$ cat config.mk
export PLATFORM = sky130hd
export DESIGN_NAME = dispatchAddress
export DESIGN_NICKNAME = d
export VERILOG_FILES = /design/src/source/ir_config.svh /design/src/source/ir_pkg.sv /design/src/source/dispatchAddress.sv
export SDC_FILE = /design/constraint.sdc
export NUM_CORES = 1
export LEC_CHECK = 0
export ABC_AREA = 1
export BUFFER_PORTS_ARGS = -buffer_cell sky130_fd_sc_hd__buf_2
export CAP_MARGIN = 20
export CORE_UTILIZATION = 40
export DETAILED_ROUTE_END_ITERATION = 8
export PLACE_DENSITY = 0.72
export SYNTH_ARGS = -nofsm -noshare
export SYNTH_HDL_FRONTEND = slang
export SYNTH_SLANG_ARGS = --single-unit
$ cat constraint.sdc
create_clock -name CON -period 0.8 [get_ports CON]
set_input_delay 0.04 -clock CON [delete_from_list [all_inputs] [get_ports CON]]
set_output_delay 0.04 -clock CON [all_outputs]
set_load 0.05 [all_outputs]
$ cat src/source/ir_config.svh
// Sizes and Wishbone map for the IR board; the diagnostic base must stay aligned to 8 words
`ifndef IR_CONFIG_SVH
`define IR_CONFIG_SVH

// Full 512 word dispatch RAM, no even/odd halving
`define IR_DRAM_SIZE 512
`define IR_DRAM_ADDR_BITS 9

// Width of the adder output seen by the IR board
`define IR_AD_WIDTH 36

// Wishbone classic slave bus widths
`define IR_WB_ADR_WIDTH 10
`define IR_WB_DATA_WIDTH 16

// Words 0x000..0x1FF map the dispatch RAM, then control and diagnostics
`define IR_CTRL_ADR 10'h200
`define IR_DIAG_BASE 10'h208

`endif

$ cat src/source/ir_pkg.sv
// Field types for the IR board model; bit numbering follows KL10 big-endian order (bit 0 is MSB)
package ir_pkg;

  // Instruction field as latched into the IR
  // Bits 0..8 are the opcode and bits 9..12 the AC field
  typedef logic [0:12] instrT;

  // AC field on its own, keeps the IR bit numbers
  typedef logic [9:12] acT;

  // Dispatch A (operand fetch mode) and B (store mode / test select) fields
  typedef logic [0:2] fieldAbT;

  // Upper part of the dispatch J field
  // J bits 5 and 6 are always zero in the microcode so they are not stored
  typedef logic [1:4] jHighT;

  // Lower part of the dispatch J field, replaced by AC on a JRST
  typedef logic [7:10] jLowT;

  // One dispatch RAM word, 15 bits, A lands in the top bits of the packed word
  typedef struct packed {
    fieldAbT a;
    fieldAbT b;
    logic    par;
    jHighT   jHigh;
    jLowT    jLow;
  } dramEntryT;

  // Dispatch RAM address
  typedef logic [0:8] dradrT;

  // Normalize priority code, 0 means AD is all zero
  typedef logic [0:2] normT;

endpackage

$ cat src/source/dispatchAddress.sv
// Dispatch address former; the 7XX remap is only active while enIoJrst is set
`timescale 1ns/10ps

module dispatchAddress (
  input  logic          CON,
  input  logic          rstN,
  input  ir_pkg::instrT ir,
  input  logic          enIoJrst,
  input  logic          loadDram,
  output ir_pkg::dradrT dradr,
  output logic          dradrValid
);

  import ir_pkg::*;

  logic  instr7xx;
  logic  ioAll;
  dradrT nextAdr;
  logic  lookupQ;

  // I/O class instructions have all three top opcode bits set
  assign instr7xx = (&ir[0:2]) & enIoJrst;

  // IR bits 3..6 all ones selects the I/O device block that shares one dispatch slot
  assign ioAll = &ir[3:6];

  // For 7XX the device code is dropped and the I/O function plus the AC
  // bits pick the dispatch word
  always_comb begin
    if (instr7xx) begin
      nextAdr[0:2] = 3'b111;
      nextAdr[3:5] = ir[7:9] | {3{ioAll}};
      nextAdr[6:8] = ir[10:12];
    end else begin
      nextAdr = ir[0:8];
    end
  end

  // Address register plus a two stage marker
  // The first stage covers the RAM read, the second tells the hold register
  // that the RAM output now belongs to this request
  always_ff @(posedge CON) begin
    if (!rstN) begin
      dradr      <= '0;
      lookupQ    <= 1'b0;
      dradrValid <= 1'b0;
    end else begin
      if (loadDram) begin
        dradr <= nextAdr;
      end
      lookupQ    <= loadDram;
      dradrValid <= lookupQ;
    end
  end

endmodule

### After elaboration in Yosys (flattened, before gate mapping)

Cells that the tools add are included.

* output and inout bits: 10
* register bits after elaboration: 11
* input bits: 17
* logic and storage cells: 8

* bitwise logic cells: 2
* reduce and logical (&&, ||, !) cells: 2
* multiplexer cells: 1

Operators by type and width (count)
* 2-to-1 mux 9 bit: 1
* AND reduction 4 bit: 1
* bitwise OR 3 bit: 1
* AND reduction 3 bit: 1
* bitwise AND 1 bit: 1

### Longest topological paths before layout

* depth after elaboration: 3
* depth in mapped cells: 7
* mapped depth without buffers: 7

### Worst setup path before layout

No wires, ideal clock.

* kind: reg2reg
* start: register, netlist name dradr[3]
* end: register dradr[3]
* required time: 0.733 ns
* path buffers: 0
* data arrival time: 0.900 ns
* path slack: -0.166 ns
* stages on the path, launching flop included: 3
* period minus slack after synthesis: 0.966 ns
* setup time: 0.067 ns
* path through: dfxtp_1 > o21ai_0 > a21oi_2

RTL lines
* end signal: assignment: RTL line dispatchAddress.sv:49 `dradr <= nextAdr;`
* end: declaration: RTL line dispatchAddress.sv:10 `output ir_pkg::dradrT dradr,`

### Final worst setup path

* start: register dradr[2]
* end: output dradr[2]

No word-level cell between the ends.

==> run summary <==
GRT Util Overall: 0.1606
post-synthesis mux area share: 0
clock root buffer: clkbuf_4
CP max stage cell: dfxtp_2
post-synthesis xor/xnor area fraction: 0
Setup WS post-layout: 13.16 ps
Crit Path Max Fanout: 2
I/O pin total: 27
CP endpoint kind: output pin
clock latency on the worst-skew pair: 260 ps
count of different cell masters after synthesis: 12
Final Setup Violations: 0
Final min period: 786.8 ps
DPL Wire Length: 766.3 microns
Antenna Nets Post-Route: 0
Pwr Total: 0.001364 W
CP Data Arrival Time: 750 ps
CP Depth: 1
Slew Limit Fails: 0
top-area cell type share of the netlist area: 0.4122
worst vdd ir: 814.1 uV
Vias: 530
Seq/Total Area, Yosys: 0.4122
PD cells: 1688 mW/mm^2
Synth Area in Adders: 0
largest family of logic cells by synthesized area: simple AND/OR/NAND/NOR gates
Area contributors post-synth: dfxtp_1 41%, nand2_1 14%, inv_1 11%, nor2_1 8.4%, nand3_1 5.6%
DRC viols: 0
Fmax achieved: 1.271 GHz
GRT overflow: 0
clk slew on worst S/H paths: 70 ps
CTS sink cnt: 11
RSZ-0062 raised after global routing: yes
worst path buffer plus inverter count: 1
DR pass1 iterations: 4
R2R depth: 2
largest net degree at the start of global routing: 18
initial antenna violation count: 0
Die Y-Extent: 38.55 microns
Buffers on Ports: 26
vias per inst: 4.380
Critical Path Max Stage Delay: 340 ps
P_leak: 0.4651 nW
initial core utilization: 0.4562
syn avg cell area: 6.763 sq um
DRT iter0 DRCs: 14
Simple-Gate Fraction of Synth Area: 0.3419
crit path kind: reg -> out
nets@finish: 125
hold crit path type: in -> reg
Syn Inst Count: 79
post-synth net total: 96
full die area: 0.001486 sq mm
post-DR wirelength/cell: 8.388 microns
TritonCTS buffer count: 3
Max H-tree Level: 1
relative slew slack: 0.8093
FF+latch count, synth: 11
Core Area: 0.001171 sq mm
run status: finished, final reports clean
Diodes inserted: 0
routability cong.: 0.7232
first-pass GRT wire length: 1.593 mm
Row Count: 12
critical path required time: 760 ps
cts hold-fix bufs: 0
CTS tree: built
Least-Margin Pin Slew: 286.0 ps
Clock Skew: 0.04433 ps
post-synth design cell area: 534.3 sq um
Largest delay share family, worst path: flip-flops
Final Hold Viols: 0
WL final: 1.015 mm
CTS Buffer Depth: 2
compound-cell area share of the yosys netlist: 0.1054
Final period util: 0.9835
die width: 38.55 microns
crit start category: flop
share of cells above drive strength 1: 0.4299
leading area contributor after synthesis: dfxtp_1
hold path cells: 3
Place WS: 14.28 ps
area grow syn2layout: 51.29%
Syn. warnings: 0
TNS Setup: 0 ps
vias in the first global route: 414
crit-path cells: buf_8
max-cap violations: 0
[registers in the layout (all words and copies together), names as in the netlist]
signal	flops
dradr	9
dradrValid	1
lookupQ	1
[report_power, final]
group	internal (W)	switching (W)
logic	0.000158	0.000225
registers	0.000592	0.0000281
clock network	0.000192	0.000168
[cell usage after synthesis, drive strengths merged]
library cell,number
nor2,13
nand3,6
a21oi,3
o21ai,6
buf,2
inv,16
dfxtp,11
nand2,22
[worst paths after layout]
path	endpoint	startpoint	slack (ps)
max	dradr[2]	dradr[2]$_SDFFE_PN0P_	10
min	dradr[8]$_SDFFE_PN0P_	ir[12]	30
max reg2reg	dradr[3]$_SDFFE_PN0P_	dradr[3]$_SDFFE_PN0P_	120
min reg2reg	dradrValid$_SDFF_PN0_	lookupQ$_SDFF_PN0_	420
[layout make-up]
class | count | area, sq um
Multi-Input combinational cell | 50 | 239.0
Tap cell | 14 | 17.52
Fill cell | 87 | 362.8
Timing Repair Buffer | 26 | 230.2
Inverter | 16 | 62.56
Sequential cell | 11 | 232.7
Clock buffer | 4 | 26.28
[layout by cell type, fill, tap and decap left out]
master / n
nand3_1: 6
dfxtp_1: 1
o21ai_0: 6
clkbuf_1: 1
nor2_1: 12
clkbuf_4: 3
buf_8: 10
nor2_8: 1
dfxtp_2: 10
buf_2: 16
nand2_2: 2
a21oi_2: 3
inv_1: 15
nand2_1: 20
inv_4: 1
[layer usage]
| metal | routed length, microns | track usage | vias to the layer above |
|---|---|---|---|
| li1 | - | - | 292 |
| met1 | 508 | 0.2036 | 213 |
| met2 | 424 | 0.2292 | 23 |
| met3 | 64 | 0.05233 | 2 |
| met4 | 17 | 0.1034 | 0 |
| met5 | 0 | 0 | - |
[per-stage QoR]
stage                 util  cells  instance area [sq um]  hold WS [ps]
floorplan                -     79                  545.5         133.5
global placement    0.5812    117                  680.7         294.9
CTS                 0.6571    121                  769.5         27.25
finish              0.6902    121                  808.3         32.02
global route        0.6902    121                  808.3         20.46
detailed placement  0.5812    117                  680.7         299.0
[kinds of logic (layout without fill, tap and decap cells)]
logic type	count (synthesis)	after routing
simple gates	41	41
buf+inv	18	46
flops	11	11
compound gates	9	9
[repair_timing]
item	4_1_cts	5_1_grt
buffers inserted	0	0
gates resized for setup	20	11
setup endpoints to repair	10	10
Note: power is estimated with default switching activity, not from simulation.
