### src/source/ir_config.svh
// Sizes and Wishbone map for the IR board; the diagnostic base must stay aligned to 8 words
`ifndef IR_CONFIG_SVH
`define IR_CONFIG_SVH

// Full 512 word dispatch RAM, no even/odd halving
`define IR_DRAM_SIZE 512
`define IR_DRAM_ADDR_BITS 9

// Width of the adder output seen by the IR board
`define IR_AD_WIDTH 36

// Wishbone classic slave bus widths
`define IR_WB_ADR_WIDTH 10
`define IR_WB_DATA_WIDTH 16

// Words 0x000..0x1FF map the dispatch RAM, then control and diagnostics
`define IR_CTRL_ADR 10'h200
`define IR_DIAG_BASE 10'h208

`endif

### src/source/ir_pkg.sv
// Field types for the IR board model; bit numbering follows KL10 big-endian order (bit 0 is MSB)
package ir_pkg;

  // Instruction field as latched into the IR
  // Bits 0..8 are the opcode and bits 9..12 the AC field
  typedef logic [0:12] instrT;

  // AC field on its own, keeps the IR bit numbers
  typedef logic [9:12] acT;

  // Dispatch A (operand fetch mode) and B (store mode / test select) fields
  typedef logic [0:2] fieldAbT;

  // Upper part of the dispatch J field
  // J bits 5 and 6 are always zero in the microcode so they are not stored
  typedef logic [1:4] jHighT;

  // Lower part of the dispatch J field, replaced by AC on a JRST
  typedef logic [7:10] jLowT;

  // One dispatch RAM word, 15 bits, A lands in the top bits of the packed word
  typedef struct packed {
    fieldAbT a;
    fieldAbT b;
    logic    par;
    jHighT   jHigh;
    jLowT    jLow;
  } dramEntryT;

  // Dispatch RAM address
  typedef logic [0:8] dradrT;

  // Normalize priority code, 0 means AD is all zero
  typedef logic [0:2] normT;

endpackage

### src/source/diagPort.sv
// Wishbone classic slave with single cycle ack; reads of RAM words return data present before the request edge
`timescale 1ns/10ps
`include "ir_config.svh"

module diagPort (
  input  logic                                 CON,
  input  logic                                 rstN,
  input  logic                                 wbCyc,
  input  logic                                 wbStb,
  input  logic                                 wbWe,
  input  logic [`IR_WB_ADR_WIDTH-1:0]          wbAdr,
  input  logic [`IR_WB_DATA_WIDTH-1:0]         wbDatW,
  input  logic [$bits(ir_pkg::dramEntryT)-1:0] ramRdata,
  input  ir_pkg::dradrT                        dradr,
  input  ir_pkg::normT                         norm,
  input  ir_pkg::acT                           ac,
  input  ir_pkg::fieldAbT                      dramA,
  input  ir_pkg::fieldAbT                      dramB,
  input  ir_pkg::jHighT                        jHigh,
  input  ir_pkg::jLowT                         jLow,
  input  logic                                 par,
  input  logic                                 dramOddParity,
  input  logic                                 testSatisfied,
  input  logic                                 jrst0,
  input  logic                                 adEq0,
  input  logic                                 ioLegal,
  input  logic                                 adCryM2,
  output logic [`IR_WB_DATA_WIDTH-1:0]         wbDatR,
  output logic                                 wbAck,
  output logic                                 ramWe,
  output logic [`IR_DRAM_ADDR_BITS-1:0]        ramAdr,
  output logic [$bits(ir_pkg::dramEntryT)-1:0] ramWdata,
  output logic                                 enIoJrst,
  output logic                                 enAc
);

  localparam int RAM_W = $bits(ir_pkg::dramEntryT);

  logic                         req;
  logic                         isRam;
  logic                         isCtrl;
  logic                         isDiag;
  logic [`IR_WB_ADR_WIDTH-1:0]  diagOff;
  logic [5:0]                   diagVal;
  logic                         ramSelQ;
  logic [`IR_WB_DATA_WIDTH-1:0] datQ;

  // Blocking new requests during the ack cycle keeps ack low in between
  assign req = wbCyc & wbStb & ~wbAck;

  assign diagOff = wbAdr - `IR_DIAG_BASE;
  assign isRam   = (wbAdr < `IR_DRAM_SIZE);
  assign isCtrl  = (wbAdr == `IR_CTRL_ADR);
  assign isDiag  = (diagOff < 8);

  // RAM writes go straight to the RAM port on the request edge
  assign ramWe    = req & wbWe & isRam;
  assign ramAdr   = wbAdr[`IR_DRAM_ADDR_BITS-1:0];
  assign ramWdata = wbDatW[RAM_W-1:0];

  // Diagnostic readout groups, same layout as the EBUS diagnostic functions
  always_comb begin
    case (diagOff[2:0])
      3'd0: diagVal = {norm, dradr[0:2]};
      3'd1: diagVal = dradr[3:8];
      3'd2: diagVal = {enIoJrst, enAc, ac};
      3'd3: diagVal = {dramA, dramB};
      3'd4: diagVal = {testSatisfied, jrst0, jHigh};
      3'd5: diagVal = {par, dramOddParity, jLow};
      3'd6: diagVal = {adEq0, ioLegal, adCryM2, 3'b000};
      default: diagVal = 6'd0;
    endcase
  end

  // Ack and control register
  always_ff @(posedge CON) begin
    if (!rstN) begin
      wbAck    <= 1'b0;
      ramSelQ  <= 1'b0;
      enIoJrst <= 1'b0;
      enAc     <= 1'b0;
    end else begin
      wbAck <= req;
      if (req) begin
        ramSelQ <= isRam;
      end
      if (req && wbWe && isCtrl) begin
        enIoJrst <= wbDatW[0];
        enAc     <= wbDatW[1];
      end
    end
  end

  // Read data for control and diagnostics is captured on the request edge
  // Unmapped words fall through to zero
  always_ff @(posedge CON) begin
    if (req) begin
      if (isCtrl) begin
        datQ <= {{(`IR_WB_DATA_WIDTH - 2){1'b0}}, enAc, enIoJrst};
      end else if (isDiag) begin
        datQ <= {{(`IR_WB_DATA_WIDTH - 6){1'b0}}, diagVal};
      end else begin
        datQ <= '0;
      end
    end
  end

  // The RAM registers its own read on the same edge, so only the select is needed here
  assign wbDatR = ramSelQ ? {{(`IR_WB_DATA_WIDTH - RAM_W){1'b0}}, ramRdata} : datQ;

endmodule

### config.mk
export PLATFORM = sky130hd
export DESIGN_NAME = diagPort
export DESIGN_NICKNAME = d
export VERILOG_FILES = /design/src/source/ir_pkg.sv /design/src/source/diagPort.sv
export VERILOG_INCLUDE_DIRS = /design/src /design/src/source
export SDC_FILE = /design/constraint.sdc
export NUM_CORES = 1
export LEC_CHECK = 0
export ABC_AREA = 1
export BUFFER_PORTS_ARGS = -buffer_cell sky130_fd_sc_hd__buf_2
export CORE_UTILIZATION = 36
export CTS_CLUSTER_DIAMETER = 30
export DETAILED_ROUTE_END_ITERATION = 6
export PLACE_DENSITY = 0.85
export REMOVE_ABC_BUFFERS = 1
export SLEW_MARGIN = 40
export SYNTH_ARGS = -nofsm -noshare
export SYNTH_HDL_FRONTEND = slang
export SYNTH_SLANG_ARGS = --single-unit
### constraint.sdc
create_clock -name CON -period 1.4 [get_ports CON]
set_input_delay 0.35 -clock CON [delete_from_list [all_inputs] [get_ports CON]]
set_output_delay 0.35 -clock CON [all_outputs]
set_load 0.005 [all_outputs]
# Word-level counts from Yosys, hierarchy flattened
# Index checks and enable logic that the tools add are counted.
# word_totals
input_bits	83
ff_bits	20
# op_classes
addsub	1
muxes	4
n_lt_le_gt_ge	2
n_reduce_logical	4
n_bitwise	6
n_eq_ne	7
# ops
cell	n
case mux 6 bit (7 select lines)	1
2-to-1 mux 16 bit	1
equality test 10 bit, second input constant	1
less-than comparator 10 bit, second input constant	1
less-than comparator 10 x 4 -> 1 bit, second input constant	1
subtractor 10 bit, second input constant	1
equality test 3 bit, second input constant	3
equality test 3 x 2 -> 1 bit, second input constant	2
AND 1 bit	4
2-to-1 mux 2 bit	2
equality test 3 x 1 -> 1 bit, second input constant	1
logical NOT 3 bit	1
logical AND 1 bit	2
NOT 1 bit	2
OR reduction 2 bit	1

# Longest topological paths before layout
# logic_depth
depth_word	5
mapped_depth	10

# Worst setup path after synthesis
# Ideal clock, no wire load.
# synth_path
path_kind	input to register
from	input wbAdr[3]
to	register datQ[0], data pin
stages	8
required_time_ns	1.147
path_slack_ns	0.159
n_path_buf	0
arrival_ns	0.988
setup_ns	0.253
path_cell_list	inv_1 > ha_1 > nand4_1 > nor2_1 > nand2_2 > inv_2 > nand2_1 > nand2_1
# synth_between
elab_chain_cells	4
word_cells_on_any_way	5
classes_between	1 x add/sub; 1 x order compare; 1 x eq/ne; 2 x mux
# synth_rtl
item	line_no	text
from (decl)	diagPort.sv:11	input logic [`IR_WB_ADR_WIDTH-1:0] wbAdr,
subtractor 10 bit (no line)	n/a	
less-than comparator 10 x 4 -> 1 bit	diagPort.sv:54	assign isDiag = (diagOff < 8);
2-to-1 mux 2 bit	diagPort.sv:100	end else if (isDiag) begin
2-to-1 mux 2 bit (*)	diagPort.sv:98	if (isCtrl) begin
to (signal assigned)	diagPort.sv:99	datQ <= {{(`IR_WB_DATA_WIDTH - 2){1'b0}}, enAc, enIoJrst};
to (signal assigned)	diagPort.sv:101	datQ <= {{(`IR_WB_DATA_WIDTH - 6){1'b0}}, diagVal};
to (decl)	diagPort.sv:46	logic [`IR_WB_DATA_WIDTH-1:0] datQ;
# Mark *: on every way between the ends. The rest lies on a longest branch, timed or not.
# A chain may end at the register's enable or synchronous reset.

# Final worst setup path
# layout_path
from	register ramSelQ
to	output wbDatR[1]
# layout_between
elab_chain_cells	1
# layout_rtl
item	line_no	text
from (decl)	diagPort.sv:45	logic ramSelQ;
from (signal assigned)	diagPort.sv:85	ramSelQ <= isRam;
2-to-1 mux 16 bit	diagPort.sv:109	assign wbDatR = ramSelQ ? {{(`IR_WB_DATA_WIDTH - RAM_W){1'b0}}, ramRdata} : datQ;
to (decl)	diagPort.sv:28	output logic [`IR_WB_DATA_WIDTH-1:0] wbDatR,
# No other way between the ends.

==> impl_metrics.xml <==
<?xml version="1.0" encoding="UTF-8"?>
<metrics>
  <group name="run_status">
    <metric name="run_status" unit="">finished with violations</metric>
    <metric name="violations" unit="">setup timing</metric>
  </group>
  <group name="critical_path">
    <metric name="crit_path_max_fanout" unit="">3</metric>
    <metric name="worstPathArrival" unit="ps">1190</metric>
    <metric name="slowest_stage" unit="">sky130_fd_sc_hd__dfxtp_4</metric>
    <metric name="worst_setup_path_end_kind" unit="">output pin</metric>
    <metric name="critPathLaunchType" unit="">register</metric>
    <metric name="worstPathRequired" unit="ps">1050</metric>
    <metric name="crit_path_cell_trace" unit="">clkbuf_16, mux2_4, buf_6</metric>
    <metric name="worst_path_largest_cell_delay" unit="ps">380</metric>
    <metric name="critPathKind" unit="">register to output pin</metric>
  </group>
  <group name="logic_synthesis">
    <metric name="synth.ff_latch_count" unit="">10</metric>
    <metric name="synth_async_sr_flop_share" unit="">0</metric>
    <metric name="synth_cell_types" unit="">22</metric>
    <metric name="synthTopCellsByArea" unit="">sky130_fd_sc_hd__buf_4 (16%), sky130_fd_sc_hd__nand2_1 (15%), sky130_fd_sc_hd__edfxtp_1 (14%)</metric>
    <metric name="total_standard_cell_area_after_synthesis" unit="um2">1240</metric>
    <metric name="synthMostInstantiatedCell" unit="">sky130_fd_sc_hd__nand2_1</metric>
    <metric name="syn_area_per_cell" unit="um2">6.22</metric>
    <metric name="synth_top_area_share" unit="">0.163</metric>
    <metric name="yosysSeqAreaShare" unit="">0.209</metric>
    <metric name="synth.yosys.warnings" unit="">0</metric>
    <metric name="main_synth_ff_type" unit="">sky130_fd_sc_hd__edfxtp_1</metric>
    <metric name="netlist_instances" unit="">200</metric>
    <metric name="synthDominantAreaCellType" unit="">sky130_fd_sc_hd__buf_4</metric>
    <metric name="number_of_enable_flip_flop_cells_after_synthesis" unit="">6</metric>
    <metric name="yosys-top-cells-count" unit="">sky130_fd_sc_hd__nand2_1 (50), sky130_fd_sc_hd__inv_1 (31), sky130_fd_sc_hd__buf_4 (27), sky130_fd_sc_hd__nor2_1 (23), sky130_fd_sc_hd__nand4_1 (15)</metric>
  </group>
  <group name="detailed_routing">
    <metric name="detailedRoute.firstPassIterationCount" unit="">4</metric>
    <metric name="routed-via-count" unit="">1535</metric>
    <metric name="routed_wirelength" unit="um">3830</metric>
    <metric name="drt_iter0_drc" unit="">23</metric>
    <metric name="via_per_inst" unit="">4.58</metric>
    <metric name="drt_wl_cell" unit="um">11.4</metric>
    <metric name="remaining_antenna_violation_count" unit="">0</metric>
    <metric name="count_of_unresolved_drc_violations_after_routing" unit="">0</metric>
  </group>
  <group name="timing">
    <metric name="setup_viol_count_final" unit="">15</metric>
    <metric name="timing.final.ws_setup" unit="ps">-136</metric>
    <metric name="clock.fmax" unit="MHz">651</metric>
    <metric name="finalClockSkew" unit="ps">4.99</metric>
    <metric name="finalWorstPathRequiredPeriod" unit="ps">1540</metric>
    <metric name="layout_worst_path_cycle_share" unit="">1.10</metric>
    <metric name="setup_repair_after_global_routing_missed_its_margin" unit="">yes</metric>
    <metric name="hold_violations" unit="">0</metric>
    <metric name="finalMaxSlewViolations" unit="">0</metric>
  </group>
  <group name="grt">
    <metric name="use_met3" unit="">0.122</metric>
    <metric name="gr-max-usage-layer" unit="">met2</metric>
    <metric name="grt_first_pass_wirelength" unit="um">5610</metric>
    <metric name="grtUsageMet2" unit="">0.356</metric>
    <metric name="maximum_number_of_pins_on_one_net_before_global_route_repair" unit="">13</metric>
    <metric name="grt_pass1_vias" unit="">1363</metric>
    <metric name="track_usage" unit="">0.207</metric>
    <metric name="globalRouteMet1Util" unit="">0.205</metric>
    <metric name="grt_antenna_before_repair" unit="">0</metric>
    <metric name="grt_remaining_overflow" unit="">0</metric>
  </group>
  <group name="clock_tree">
    <metric name="clock_latency_of_the_later_clocked_register_in_the_worst_skew_pair" unit="ps">270</metric>
    <metric name="cts-buffers-inserted" unit="">3</metric>
    <metric name="tritoncts_clock_tree" unit="">built</metric>
    <metric name="htree_num_levels" unit="">1</metric>
    <metric name="deepest_clock_path_buffer_count" unit="">2</metric>
    <metric name="clock_tree.root_cell" unit="">sky130_fd_sc_hd__clkbuf_4</metric>
    <metric name="clk_pin_slew" unit="ps">60</metric>
    <metric name="cts.sink_count" unit="">10</metric>
    <metric name="ctsHoldBuffers" unit="">0</metric>
  </group>
  <group name="finish">
    <metric name="layout-drive-gt1-share" unit="">0.502</metric>
    <metric name="insertedDiodeCount" unit="">0</metric>
    <metric name="final_cell_count_no_fill" unit="">335</metric>
    <metric name="finalNetCount" unit="">376</metric>
    <metric name="flow.area_growth_from_synthesis" unit="%">49.3</metric>
  </group>
  <group name="power_and_ir_drop">
    <metric name="power.density" unit="nW/um2">467</metric>
    <metric name="p_leak" unit="nW">1.12</metric>
    <metric name="p_total" unit="mW">0.867</metric>
    <metric name="vdd.ir_drop.worst" unit="V">0.000218</metric>
  </group>
  <group name="floorplan">
    <metric name="chipHeight" unit="um">60.8</metric>
    <metric name="fp.dieArea" unit="um2">3700</metric>
    <metric name="effective_utilization_at_floorplan" unit="">0.392</metric>
    <metric name="rows" unit="">20</metric>
    <metric name="die-width" unit="um">60.8</metric>
    <metric name="num_io_pins" unit="">127</metric>
    <metric name="core_area" unit="um2">3180</metric>
  </group>
  <group name="placement">
    <metric name="gp_congestion" unit="">0.804</metric>
    <metric name="detailedPlacementHpwl" unit="um">3140</metric>
    <metric name="place_inst" unit="">323</metric>
    <metric name="portBuffers" unit="">98</metric>
  </group>
  <group name="hold_path">
    <metric name="hold_path_class" unit="">primary input to register</metric>
  </group>
  <group name="job">
    <metric name="max-cap-violations" unit="">0</metric>
  </group>
</metrics>
==> final cells by class <==
type | instances | area, um2
fill | 297 | 1320
multi-input combinational | 124 | 664
timing repair buffer | 117 | 713
clock buffer | 3 | 22.5
clock inverter | 1 | 3.75
sequential | 10 | 265
inverter | 36 | 135
tap | 44 | 55.1
==> placed cells by master, fill, tap and decap left out, drive strengths merged <==
cell type and instances:
buf 116, nand2 51, inv 36, nor2 24
nand4 15, nand3 10, o21ai 7, mux2 6
a21oi 6, edfxtp 6, clkbuf 4, dfxtp 4
nor3 3, ha 1, conb 1, clkinv 1
==> registers in the layout (all words and copies together), names as in the netlist <==
register and flops:
enIoJrst 1, enAc 1, wbAck 1, datQ 6, ramSelQ 1
==> stage by stage <==
stage	utilization	hold slack, ps	TNS, ps	setup WS, ps	cell area [um2]
after CTS	0.556	350	-1130	-150	1770
after global routing	0.585	342	-2130	-168	1860
final	0.585	353	-1410	-136	1860
after detailed placement	0.527	495	-339	-75.2	1680
after floorplan	-	482	0	108	1020
after global placement	0.527	487	-214	-46.9	1680
==> logic make-up (layout without fill, tap and decap cells) <==
logic type,Yosys count,in the layout,synth area share
multiplexers,6,6,0.0543
adder cells (fa/ha/maj),1,1,0.0100
AO/OA/AOI/OAI,13,13,0.0523
buffers and inverters,66,157,0.287
AND/OR/NAND/NOR,103,103,0.384
other,1,1,0.00301
flip-flops,10,10,0.209
==> routing by layer <==
layer,vias up,share of wire,wire [um]
met1,661,0.37,1410
met2,78,0.50,1900
met4,2,0.0073,28
met3,6,0.12,447
met5,-,0.014,52
li1,788,-,-
==> timing repair <==
action                     4_1_cts  5_1_grt
setup endpoints to repair        7       20
pin swaps                        0        1
cloned                           0        1
gates resized for setup          6       16
setup buffers                    5        2
==> path summary, 6_finish.rpt <==
kind                         from  cells after the start  slack (ps)                     to
max          ramSelQ$_SDFFE_PN0P_                      3        -140              wbDatR[1]
min                          rstN                      3         350       wbAck$_SDFF_PN0_
max reg2reg      wbAck$_SDFF_PN0_                      8          90  datQ[3]$_SDFFCE_PP0P_
min reg2reg     enAc$_SDFFE_PN0P_                      2         510      enAc$_SDFFE_PN0P_
==> critical path: cells and delay by family, from the launching register on <==
| family | cells | cell delay [ps] |
|---|---|---|
| flip-flops | 1 | 380 |
| multiplexers | 1 | 290 |
| buffers and inverters | 2 | 250 |
==> power breakdown <==
part           internal [mW]  total, mW  switching, mW
Combinational          0.188      0.347          0.159
Clock                  0.103      0.202         0.0988
Sequential             0.315      0.319        0.00363
Total                  0.606      0.867          0.262
(Power assumes the default switching activity.)
