File: config.mk
export PLATFORM = sky130hd
export DESIGN_NAME = adCondition
export DESIGN_NICKNAME = d
export VERILOG_FILES = /design/src/source/ir_pkg.sv /design/src/source/adCondition.sv
export VERILOG_INCLUDE_DIRS = /design/src /design/src/source
export SDC_FILE = /design/constraint.sdc
export NUM_CORES = 1
export LEC_CHECK = 0
export ABC_CLOCK_PERIOD_IN_PS = 2400
export BUFFER_PORTS_ARGS = -buffer_cell sky130_fd_sc_hd__buf_2
export CAP_MARGIN = 15
export CORE_AREA = 10 10 47 49
export DETAILED_ROUTE_END_ITERATION = 6
export DIE_AREA = 0 0 57 59
export PLACE_DENSITY = 0.64
export SLEW_MARGIN = 5
export SYNTH_ARGS = -nofsm -noshare
export SYNTH_HDL_FRONTEND = slang
export SYNTH_SLANG_ARGS = --single-unit
File: constraint.sdc
create_clock -name vclk -period 2.4
set_clock_uncertainty 0.1 [all_clocks]
set_input_delay 0.36 -clock vclk [all_inputs]
set_output_delay 0.36 -clock vclk [all_outputs]
set_load 0.02 [all_outputs]
File: src/source/ir_config.svh
// Sizes and Wishbone map for the IR board; the diagnostic base must stay aligned to 8 words
`ifndef IR_CONFIG_SVH
`define IR_CONFIG_SVH

// Full 512 word dispatch RAM, no even/odd halving
`define IR_DRAM_SIZE 512
`define IR_DRAM_ADDR_BITS 9

// Width of the adder output seen by the IR board
`define IR_AD_WIDTH 36

// Wishbone classic slave bus widths
`define IR_WB_ADR_WIDTH 10
`define IR_WB_DATA_WIDTH 16

// Words 0x000..0x1FF map the dispatch RAM, then control and diagnostics
`define IR_CTRL_ADR 10'h200
`define IR_DIAG_BASE 10'h208

`endif

File: src/source/ir_pkg.sv
// Field types for the IR board model; bit numbering follows KL10 big-endian order (bit 0 is MSB)
package ir_pkg;

  // Instruction field as latched into the IR
  // Bits 0..8 are the opcode and bits 9..12 the AC field
  typedef logic [0:12] instrT;

  // AC field on its own, keeps the IR bit numbers
  typedef logic [9:12] acT;

  // Dispatch A (operand fetch mode) and B (store mode / test select) fields
  typedef logic [0:2] fieldAbT;

  // Upper part of the dispatch J field
  // J bits 5 and 6 are always zero in the microcode so they are not stored
  typedef logic [1:4] jHighT;

  // Lower part of the dispatch J field, replaced by AC on a JRST
  typedef logic [7:10] jLowT;

  // One dispatch RAM word, 15 bits, A lands in the top bits of the packed word
  typedef struct packed {
    fieldAbT a;
    fieldAbT b;
    logic    par;
    jHighT   jHigh;
    jLowT    jLow;
  } dramEntryT;

  // Dispatch RAM address
  typedef logic [0:8] dradrT;

  // Normalize priority code, 0 means AD is all zero
  typedef logic [0:2] normT;

endpackage

File: src/source/adCondition.sv
// Combinational AD tests; magic is the CRAM magic bits 7 and 8, dramB must come from the hold register
`timescale 1ns/10ps
`include "ir_config.svh"

module adCondition (
  input  logic [0:`IR_AD_WIDTH-1] ad,
  input  logic                    adCryM2,
  input  logic [7:8]              magic,
  input  ir_pkg::fieldAbT         dramB,
  output logic                    adEq0,
  output logic                    testSatisfied,
  output ir_pkg::normT            norm
);

  logic eqTerm;
  logic gtTerm;
  logic ltTerm;
  logic cryTerm;

  assign adEq0 = ~|ad;

  // B bit 1 asks for AD equal to zero
  assign eqTerm = dramB[1] & adEq0;

  // Greater than uses the true sign, AD bit 0 corrected by the carry out
  assign gtTerm = dramB[2] & magic[7] & (ad[0] ^ adCryM2);

  // Less than only looks at the sign bit
  assign ltTerm = dramB[2] & magic[8] & ad[0];

  // With both magic bits equal the carry alone decides
  assign cryTerm = (magic[7] == magic[8]) & adCryM2;

  // B bit 0 inverts the sense of the whole test
  assign testSatisfied = (eqTerm | gtTerm | ltTerm | cryTerm) ^ dramB[0];

  // Normalize priority encoder
  // Tells the microcode how far the leading one sits from the binary point,
  // the first matching entry wins
  always_comb begin
    if (ad[0]) begin
      norm = 3'd1;
    end else if (|ad[0:6]) begin
      norm = 3'd2;
    end else if (ad[7]) begin
      norm = 3'd3;
    end else if (ad[8]) begin
      norm = 3'd4;
    end else if (ad[9]) begin
      norm = 3'd5;
    end else if (ad[10]) begin
      norm = 3'd6;
    end else if (|ad) begin
      norm = 3'd7;
    end else begin
      norm = 3'd0;
    end
  end

endmodule

# Word-level counts from Yosys, hierarchy flattened
# Cells that the tools add are included.
classes:
  addsub: 0
  multipliers: 0
  div_mod_pow: 0
  magnitude_cmp: 0
  eq_ne: 1
  shifts: 0
  muxes: 7
  n_bitwise: 11
  n_reduce_logical: 3
op_table:
  columns: ["cell", "count"]
  rows:
  - ["$reduce_or 36->1", 1]
  - ["$mux 3", 7]
  - ["$reduce_or 7->1", 1]
  - ["$and 1x1->1", 6]
  - ["$or 1x1->1", 3]
  - ["$xor 1x1->1", 2]
  - ["$eq 1x1->1", 1]
  - ["$logic_not 1->1", 1]
word_totals:
  ff_bits: 0
  latch_bits: 0
  ram_bits: 0
  romBits: 0
  output_inout_bits: 5
  mem_count: 0

# Depth between registers and ports, before layout
# Gate-level depths: netlist (run 1).
depth:
  word_depth: 8
  mapped_depth: 4
  mapped_depth_nobuf: 4

# Least setup slack after synthesis (run 1)
# Ideal clock, no wire load.
synth_path:
  path_type: "input to output"
  from: "input port ad[35] (netlist name)"
  to: "output port testSatisfied"
  t_arrival_ps: 1733
  setup_slack_ps: 207
  path_stages: 4
  cell_sequence: "nor4_1 -> nand4_1 -> or4_1 -> a221oi_2"
synth_via:
  elab_chain_len: 7
synth_lines:
  columns: ["element", "line", "source"]
  rows:
  - ["start: declaration", "adCondition.sv:6", "input logic [0:`IR_AD_WIDTH-1] ad,"]
  - ["$reduce_or 36->1", "adCondition.sv:20", "assign adEq0 = ~|ad;"]
  - ["$logic_not 1->1", "adCondition.sv:20", null]
  - ["$and 1x1->1", "adCondition.sv:23", "assign eqTerm = dramB[1] & adEq0;"]
  - ["$or 1x1->1 (3 in a row)", "adCondition.sv:35", "assign testSatisfied = (eqTerm | gtTerm | ltTerm | cryTerm) ^ dramB[0];"]
  - ["$xor 1x1->1", "adCondition.sv:35", null]
  - ["end: declaration", "adCondition.sv:11", "output logic testSatisfied,"]
# No other way between the ends.

# Final worst setup path (run 1)
layout_path:
  from: "input port ad[8] (netlist name)"
  to: "output port testSatisfied"
# Same word-level chain as after synthesis.

==> impl_metrics.csv, run 1 <==
group,metric,value,unit
pwr,comb_power_share,1.000,
place,dp_cells,105,
global_route,gr-total-overflow,0,
pwr,swShare,0.429,
detailed_routing,drtAntennaViolNets,0,
place,portBuffers,47,
critical_path,critPathMaxFanout,2,
critical_path,worstPathRequired,1.94,ns
layout,area_growth,122,%
pwr,clkPwrFrac,0,
detailed_routing,dr.first_iter.drc_count,3,
hold_path,min-delay-start,"ad[10]",
yosys,synth_cells,39,
yosys,synth.most_common_cell,"nor2_1",
floorplanning,dieArea,3360,sq um
critical_path,critPathMaxStageDelay,0.54,ns
pwr,seqPwrFrac,0,
floorplanning,chipWidth,57,um
hold_path,min_path_type,"in -> out",
hold_path,hold_end,"norm[0]",
yosys,yosysUniqueCellTypes,20,
sta,finalCritPeriodShare,0.960,
place,place_congestion,0.724,
global_route,grt_util_all_layers,0.0732,
yosys,synth_top_area_share,0.142,
sta,setup_viol,0,
floorplanning,die_h,59,um
critical_path,critPathKind,"in -> out",
critical_path,cp_top_family,"simple AND/OR/NAND/NOR gates",
pwr,p_leak,0.279,nW
yosys,yosys-top-cells-count,"nor2_1 (9), nor4_1 (5), inv_1 (3)",
sta,timing.final.max_slew_violations,0,
clock_tree,ctsHoldBuffers,0,
layout,antenna_cells,0,
critical_path,cp_cell_sequence,"buf_2, nor4_1, nand4_1, or4_4, a221oi_2, buf_4",
global_route,grt_pass1_wl,2190,um
status,status,"completed",
floorplanning,initial_core_util,0.170,
sta,slew_headroom,0.749,
detailed_routing,vias,490,
pwr,ir_worst_vdd,0.0000455,V
sta,final_hold_viol_count,0,
pwr,power.density,132,nW/um^2
yosys,ys_warn_count,0,
layout,fin_nets,133,
sta,tightest_slew,0.372,ns
critical_path,path_buf_inv,2,
sta,finalSetupTns,0,ns
detailed_routing,drc,0,
global_route,grt_pass1_vias,529,
yosys,yosys.area.top_type,"nor2_1",
yosys,synth.area.top_cells,"nor2_1 (14%), nor4_1 (13%), nor4_2 (11%), a221oi_2 (6.3%), nand4_1 (5.3%)",
critical_path,arrival,1.84,ns
sta,rsz0062_at_grt,"no",
yosys,syn-num-nets,81,
yosys,seq_area_frac_synth,0,
layout,nClkBuffers,0,
floorplanning,rows,14,
place,hpwl,1270,um
global_route,grt_max_degree,5,
hold_path,hold-path-cell-count,3,
layout,stdcell_count,105,
sta,layout_min_cycle_time,2.30,ns
critical_path,worst_setup_path_end_kind,"output pin",
global_route,antenna_found_initial,0,
layout,drive_above_1_share,0.618,
detailed_routing,routedWlPerCell,12.5,um
pwr,p_switching,0.0000299,W
layout,ff_latch_area,0,sq um
critical_path,crit_slowest_cell,"or4_4",
sta,fmax,0.434,GHz
pwr,p_total,0.0000696,W
job,maxCapViolCount,0,
pwr,p_int,0.0000397,W
floorplanning,coreArea,1400,sq um
layout,seq_cells,0,
yosys,synthesis.area,238,sq um
critical_path,critPathLaunchType,"primary input",
yosys,synth.avg_cell_area,6.10,sq um
floorplanning,ios,47,
detailed_routing,drt_wl_total,1320,um
detailed_routing,firstDrtPassIters,2,
clock_tree,cts_setup_buffers,0,
detailed_routing,vias_per_cell,4.67,
-- cell families after synthesis --
group	count (synthesis)	synth area share
and+or+nand+nor	26	0.621
AOI/OAI and AO/OA	9	0.295
buffers and inverters	3	0.0474
xor gates and xnor gates	1	0.0368
-- cells in the final DEF, fill, tap and decap left out --
cell type  synthesis  routed
buf_2              0      46
nor2_1             9       9
nor4_1             5       4
buf_4              0       4
nor4_2             2       3
inv_1              3       3
nand3_1            2       2
nand4_1            2       2
a21oi_1            2       2
nand2_1            2       2
o21ai_0            1       1
nor3_1             1       1
o21a_1             1       1
o41ai_1            1       1
or4_4              0       1
nor2b_1            1       1
a21o_1             1       1
o311ai_0           1       1
xnor2_1            1       1
and3b_1            1       1
a21boi_0           1       1
a221oi_2           1       1
-- power groups by stage --
| stage | logic (W) | registers [W] | clock network, W |
|---|---|---|---|
| 4_1_cts | 0.0000685 | 0 | 0 |
| 3_5_place_dp | 0.0000682 | 0 | 0 |
| 5_1_grt | 0.0000790 | 0 | 0 |
| 6_report | 0.0000696 | 0 | 0 |
| 2_1_floorplan | 0.0000232 | 0 | 0 |
| 3_3_place_gp | 0.0000671 | 0 | 0 |
-- timing repair --
| action | 4_1_cts | 5_1_grt |
|---|---|---|
| hold endpoints to repair | 0 | 0 |
| gates resized for setup | 0 | 3 |
| setup endpoints to repair | 0 | 1 |
-- metrics by stage --
step | util | setup WS, ns | cell area [sq um] | hold WS, ns
after CTS | 0.368 | 0.0553 | 515 | 0.930
after global routing | 0.377 | 0.0153 | 528 | 0.959
final | 0.377 | 0.0965 | 528 | 0.924
after global placement | 0.368 | 0.0716 | 515 | 0.922
after floorplan | - | 0.207 | 238 | 0.697
after detailed placement | 0.368 | 0.0633 | 515 | 0.929
-- metal layers --
layer  track usage  up-vias  routed length [um]  part of all wire
li1              -      255                   -                 -
met1        0.0896      202                 619              0.47
met2         0.127       33                 560              0.43
met3        0.0258        0                 137              0.10
met4             0        0                   0                 0
met5             0        -                   0                 0
-- worst max path at each step --
stage               startpoint  slack (ns)            end  cells past startpoint
floorplan               ad[35]        0.21  testSatisfied                      4
global placement        ad[35]        0.07  testSatisfied                      6
detailed placement       ad[8]        0.06  testSatisfied                      6
CTS                      ad[8]        0.06  testSatisfied                      6
global route             ad[9]        0.02  testSatisfied                      6
finish                   ad[8]         0.1  testSatisfied                      6
-- cell type report --
cell class                 instances  area [sq um]
fill                             164           873
inverter                           3          11.3
multi-input combinational         36           236
timing repair buffer              50           260
tap                               16          20.0
(Power assumes the default switching activity.)
==> run 2, diff against run 1 <==
--- a/config.mk
+++ b/config.mk
@@ -6,13 +6,13 @@
 export SDC_FILE = /design/constraint.sdc
 export NUM_CORES = 1
 export LEC_CHECK = 0
-export ABC_CLOCK_PERIOD_IN_PS = 2400
+export ABC_CLOCK_PERIOD_IN_PS = 1870
 export BUFFER_PORTS_ARGS = -buffer_cell sky130_fd_sc_hd__buf_2
 export CAP_MARGIN = 15
 export CORE_AREA = 10 10 47 49
 export DETAILED_ROUTE_END_ITERATION = 6
 export DIE_AREA = 0 0 57 59
-export PLACE_DENSITY = 0.64
+export PLACE_DENSITY = 0.66
 export SLEW_MARGIN = 5
 export SYNTH_ARGS = -nofsm -noshare
 export SYNTH_HDL_FRONTEND = slang
==> constraint.sdc (replaced) <==
create_clock -name vclk -period 1.87
set_clock_uncertainty 0.1 [all_clocks]
set_input_delay 0.2805 -clock vclk [all_inputs]
set_output_delay 0.2805 -clock vclk [all_outputs]
set_load 0.02 [all_outputs]
==> run 2 against run 1 <==
  * The flow now finishes with violations (negative setup slack)
  * Via count up 5.5%
  * Sequential cell count is the same
  * Worst hold slack lost 0.16 ns
  * First-iteration DRC count rose by 33%
  * Critical path type unchanged
  * Critical endpoint unchanged
  * Largest cell class unchanged
==> impl_metrics.csv, run 2 (synthesized netlist as in run 1, its figures left out) <==
group,metric,value,unit
layout,seq_cells,0,
hold_path,min_path_type,"in -> out",
detailed_routing,vias_per_cell,4.62,
critical_path,worst_setup_path_end_kind,"output pin",
sta,timing.final.max_slew_violations,0,
clock_tree,ctsHoldBuffers,0,
place,place_congestion,0.683,
critical_path,worstPathRequired,1.49,ns
floorplanning,rows,14,
place,hpwl,1270,um
place,dp_slack,-0.363,ns
detailed_routing,vias,517,
pwr,ir_worst_vdd,0.0000666,V
global_route,grt_max_degree,5,
critical_path,cpMostUsedCell,"buf_6",
critical_path,arrival,1.72,ns
critical_path,cp_cell_sequence,"buf_6, nor4_4, nand4_1, or4_4, a221oi_4, buf_6",
global_route,grt_util_all_layers,0.0785,
floorplanning,initial_core_util,0.170,
floorplanning,ios,47,
critical_path,critPathKind,"in -> out",
sta,finalSetupTns,-0.234,ns
layout,final_common_cell,"buf_2",
pwr,p_leak,0.345,nW
clock_tree,cts_setup_buffers,0,
sta,setup_viol,1,
global_route,grt_pass1_wl,2370,um
sta,slew_headroom,0.741,
floorplanning,die_h,59,um
detailed_routing,dr.first_iter.drc_count,4,
critical_path,crit_slowest_cell,"or4_4",
place,portBuffers,47,
sta,setup_slack,-0.234,ns
floorplanning,dieArea,3360,sq um
status,status,"finished with violations",
floorplanning,coreArea,1400,sq um
sta,final_hold_viol_count,0,
sta,tightest_slew,0.383,ns
layout,ff_latch_area,0,sq um
job,maxCapViolCount,0,
layout,fin_util,0.491,
sta,finalCritPeriodShare,1.13,
global_route,gr-total-overflow,0,
critical_path,critPathLaunchType,"primary input",
detailed_routing,drc,0,
layout,fin_nets,140,
layout,stdcell_area,688,sq um
floorplanning,chipWidth,57,um
global_route,antenna_found_initial,0,
layout,drive_above_1_share,0.719,
pwr,power.density,174,nW/um^2
critical_path,critPathMaxStageDelay,0.55,ns
pwr,p_total,0.000120,W
detailed_routing,firstDrtPassIters,2,
layout,area_growth,189,%
status,violations,"negative setup slack",
layout,antenna_cells,0,
sta,layout_min_cycle_time,2.10,ns
sta,rsz0062_at_grt,"yes",
layout,num-fill-cells,155,
layout,nClkBuffers,0,
place,post_dp_cell_area,579,sq um
layout,mostFrequentLayoutCells,"buf_2 (41), buf_4 (10), nor2_1 (8)",
detailed_routing,routedWlPerCell,12.7,um
sta,fmax,0.475,GHz
critical_path,critPathMaxFanout,2,
global_route,grt_pass1_vias,578,
detailed_routing,drt_wl_total,1420,um
detailed_routing,drtAntennaViolNets,0,
-- run 2: cell count changes in the layout (fill, tap and decap cells not counted), sizes merged --
cell	previous run	this run
buf	50	57
-- run 2: stage by stage --
step | std cells | hold slack [ns]
6_report | 112 | 0.763
5_1_grt | 112 | 0.818
4_1_cts | 112 | 0.768
3_5_place_dp | 112 | 0.766
3_3_place_gp | 112 | 0.764
2_1_floorplan | 39 | 0.538
-- run 2: cell type report --
type	instances	area, sq um	share of cell area
well taps	16	20.0	0.0291
multi-input cells	36	309	0.449
repair buffers	57	348	0.505
inverters	3	11.3	0.0164
-- run 2: metal layers --
| layer | track usage | up-vias | share of wire |
|---|---|---|---|
| met5 | 0 | - | 0 |
| met4 | 0 | 0 | 0 |
| met3 | 0.0386 | 0 | 0.16 |
| met2 | 0.129 | 35 | 0.43 |
| met1 | 0.0960 | 213 | 0.41 |
| li1 | - | 269 | - |
-- run 2: worst paths after layout --
path            end    from  cells past startpoint  slack [ns]
max   testSatisfied  ad[27]                      6       -0.23
min         norm[1]   ad[0]                      3        0.76
-- run 2: critical path, delay by kind of cell --
family	cells	cell delay [ns]
compound gates	1	0.23
buf+inv	2	0.25
simple gates	3	0.96
-- run 2: timing repair --
action / CTS / global route
resized for setup: 12 / 8
pin swaps: 1 / 1
endpoints found under the setup margin: 3 / 5
-- run 2: power by group --
group	internal [W]	switching (W)
Clock	0	0
Sequential	0	0
Combinational	0.0000712	0.0000487
==> run 3, diff against run 2 <==
--- a/config.mk
+++ b/config.mk
@@ -6,13 +6,16 @@
 export SDC_FILE = /design/constraint.sdc
 export NUM_CORES = 1
 export LEC_CHECK = 0
-export ABC_CLOCK_PERIOD_IN_PS = 1870
+export ABC_CLOCK_PERIOD_IN_PS = 2350
 export BUFFER_PORTS_ARGS = -buffer_cell sky130_fd_sc_hd__buf_2
 export CAP_MARGIN = 15
-export CORE_AREA = 10 10 47 49
+export CELL_PAD_IN_SITES_DETAIL_PLACEMENT = 0
+export CELL_PAD_IN_SITES_GLOBAL_PLACEMENT = 2
+export CORE_MARGIN = 10
+export CORE_UTILIZATION = 10
 export DETAILED_ROUTE_END_ITERATION = 6
-export DIE_AREA = 0 0 57 59
-export PLACE_DENSITY = 0.66
+export PLACE_DENSITY = 0.92
+export RECOVER_POWER = 25
 export SLEW_MARGIN = 5
 export SYNTH_ARGS = -nofsm -noshare
 export SYNTH_HDL_FRONTEND = slang
==> constraint.sdc (replaced) <==
create_clock -name vclk -period 2.35
set_clock_uncertainty 0.1 [all_clocks]
set_input_delay 0.3525 -clock vclk [all_inputs]
set_output_delay 0.3525 -clock vclk [all_outputs]
set_load 0.02 [all_outputs]
==> run 3 against run 2 <==
  * The run now ends clean
  * First-iteration DRC count increased by 75%
  * Setup slack improved by 0.28 ns
  * Count of clock-buffer cells in the layout unchanged
  * Worst hold slack improved by 0.16 ns
  * Routed wire length increased by 15%
  * Combinational power decreased by 31%
  * Sequential share of layout area unchanged
  * Non-clock buffer count decreased by 7
  * Critical endpoint unchanged
==> impl_metrics.csv, run 3 (synthesized netlist as in run 1, its figures left out) <==
group,metric,value,unit
layout,fin_nets,133,
floorplanning,die_h,68.8,um
layout,final_common_cell,"buf_2",
sta,setup_viol,0,
detailed_routing,drtAntennaViolNets,0,
clock_tree,ctsHoldBuffers,0,
detailed_routing,vias,505,
critical_path,crit_slowest_cell,"or4_4",
layout,stdcell_area,598,sq um
floorplanning,initial_core_util,0.106,
critical_path,crit_start,"ad[35]",
job,maxCapViolCount,0,
detailed_routing,firstDrtPassIters,5,
layout,fin_util,0.268,
place,dp_slack,-0.0525,ns
critical_path,worstPathRequired,1.90,ns
sta,slew_headroom,0.691,
floorplanning,coreArea,2230,sq um
floorplanning,chipWidth,68.8,um
floorplanning,rows,17,
detailed_routing,vias_per_cell,4.32,
pwr,p_leak,0.292,nW
sta,rsz0062_at_grt,"yes",
critical_path,critPathMaxStageDelay,0.55,ns
sta,tightest_slew,0.458,ns
clock_tree,cts_setup_buffers,0,
sta,finalSetupTns,0,ns
critical_path,critPathKind,"in -> out",
global_route,antenna_found_initial,0,
floorplanning,ios,47,
global_route,grt_pass1_wl,2250,um
place,portBuffers,47,
hold_path,min-delay-start,"ad[0]",
pwr,ir_worst_vdd,0.0000377,V
layout,antenna_cells,0,
place,place_congestion,0.749,
global_route,grt_max_degree,5,
sta,timing.final.max_slew_violations,0,
sta,holdWs,0.923,ns
critical_path,arrival,1.86,ns
sta,setup_slack,0.0418,ns
global_route,gr-total-overflow,0,
sta,finalCritPeriodShare,0.982,
layout,mostFrequentLayoutCells,"buf_2 (43), nor2_1 (9), buf_4 (4)",
place,hpwl,1520,um
floorplanning,dieArea,4730,sq um
layout,nClkBuffers,0,
detailed_routing,drc,0,
status,status,"completed",
layout,ff_latch_area,0,sq um
global_route,grt_util_all_layers,0.0589,
pwr,power.density,138,nW/um^2
global_route,grt_pass1_vias,480,
detailed_routing,routedWlPerCell,14.0,um
hold_path,min_path_type,"in -> out",
layout,seq_cells,0,
sta,fmax,0.433,GHz
sta,layout_min_cycle_time,2.31,ns
critical_path,critPathMaxFanout,2,
place,post_dp_cell_area,531,sq um
detailed_routing,dr.first_iter.drc_count,7,
critical_path,cp_cell_sequence,"buf_2, nor4_1, nand4_1, or4_4, a221oi_2, buf_4",
sta,final_hold_viol_count,0,
critical_path,worst_setup_path_end_kind,"output pin",
layout,drive_above_1_share,0.629,
detailed_routing,drt_wl_total,1640,um
layout,area_growth,152,%
critical_path,critPathLaunchType,"primary input",
## run 3: cell types whose count changed in the layout (fill, tap and decap cells not counted), sizes merged
cell and change:
buf -7
## run 3: worst paths after layout
check	end	slack, ns	depth (start not counted)
worst max-delay path	testSatisfied	0.04	6
worst min-delay path	norm[1]	0.92	3
## run 3: metrics by stage
stage | std cells | total power (W)
2_1_floorplan | 39 | 0.0000237
3_3_place_gp | 117 | 0.0000698
3_5_place_dp | 117 | 0.0000716
4_1_cts | 117 | 0.0000739
5_1_grt | 117 | 0.0000910
6_report | 117 | 0.0000827
## run 3: layout make-up
class | count | area (sq um)
fill | 265 | 1640
timing repair buffer | 50 | 283
multi-input combinational | 36 | 269
tap | 28 | 35.0
inverter | 3 | 11.3
## run 3: layer usage
metal | routed length, um | up-vias | track usage
met1 | 508 | 219 | 0.0570
met3 | 308 | 0 | 0.0274
met2 | 823 | 31 | 0.118
li1 | - | 255 | -
met5 | 0 | - | 0
met4 | 0 | 0 | 0
## run 3: worst max-delay path: cells and delay by family
kind	cells	cell delay (ns)
and+or+nand+nor	3	1.02
buffers and inverters	2	0.27
AOI/OAI and AO/OA	1	0.22
## run 3: power breakdown
part	leakage, nW	switching, W	internal [W]
registers	0	0	0
clock network	0	0	0
logic	0.292	0.0000367	0.0000460
## run 3: what timing repair did
item | CTS | global route
resized for setup | 2 | 12
pin swaps | 0 | 1
endpoints found under the setup margin | 1 | 1
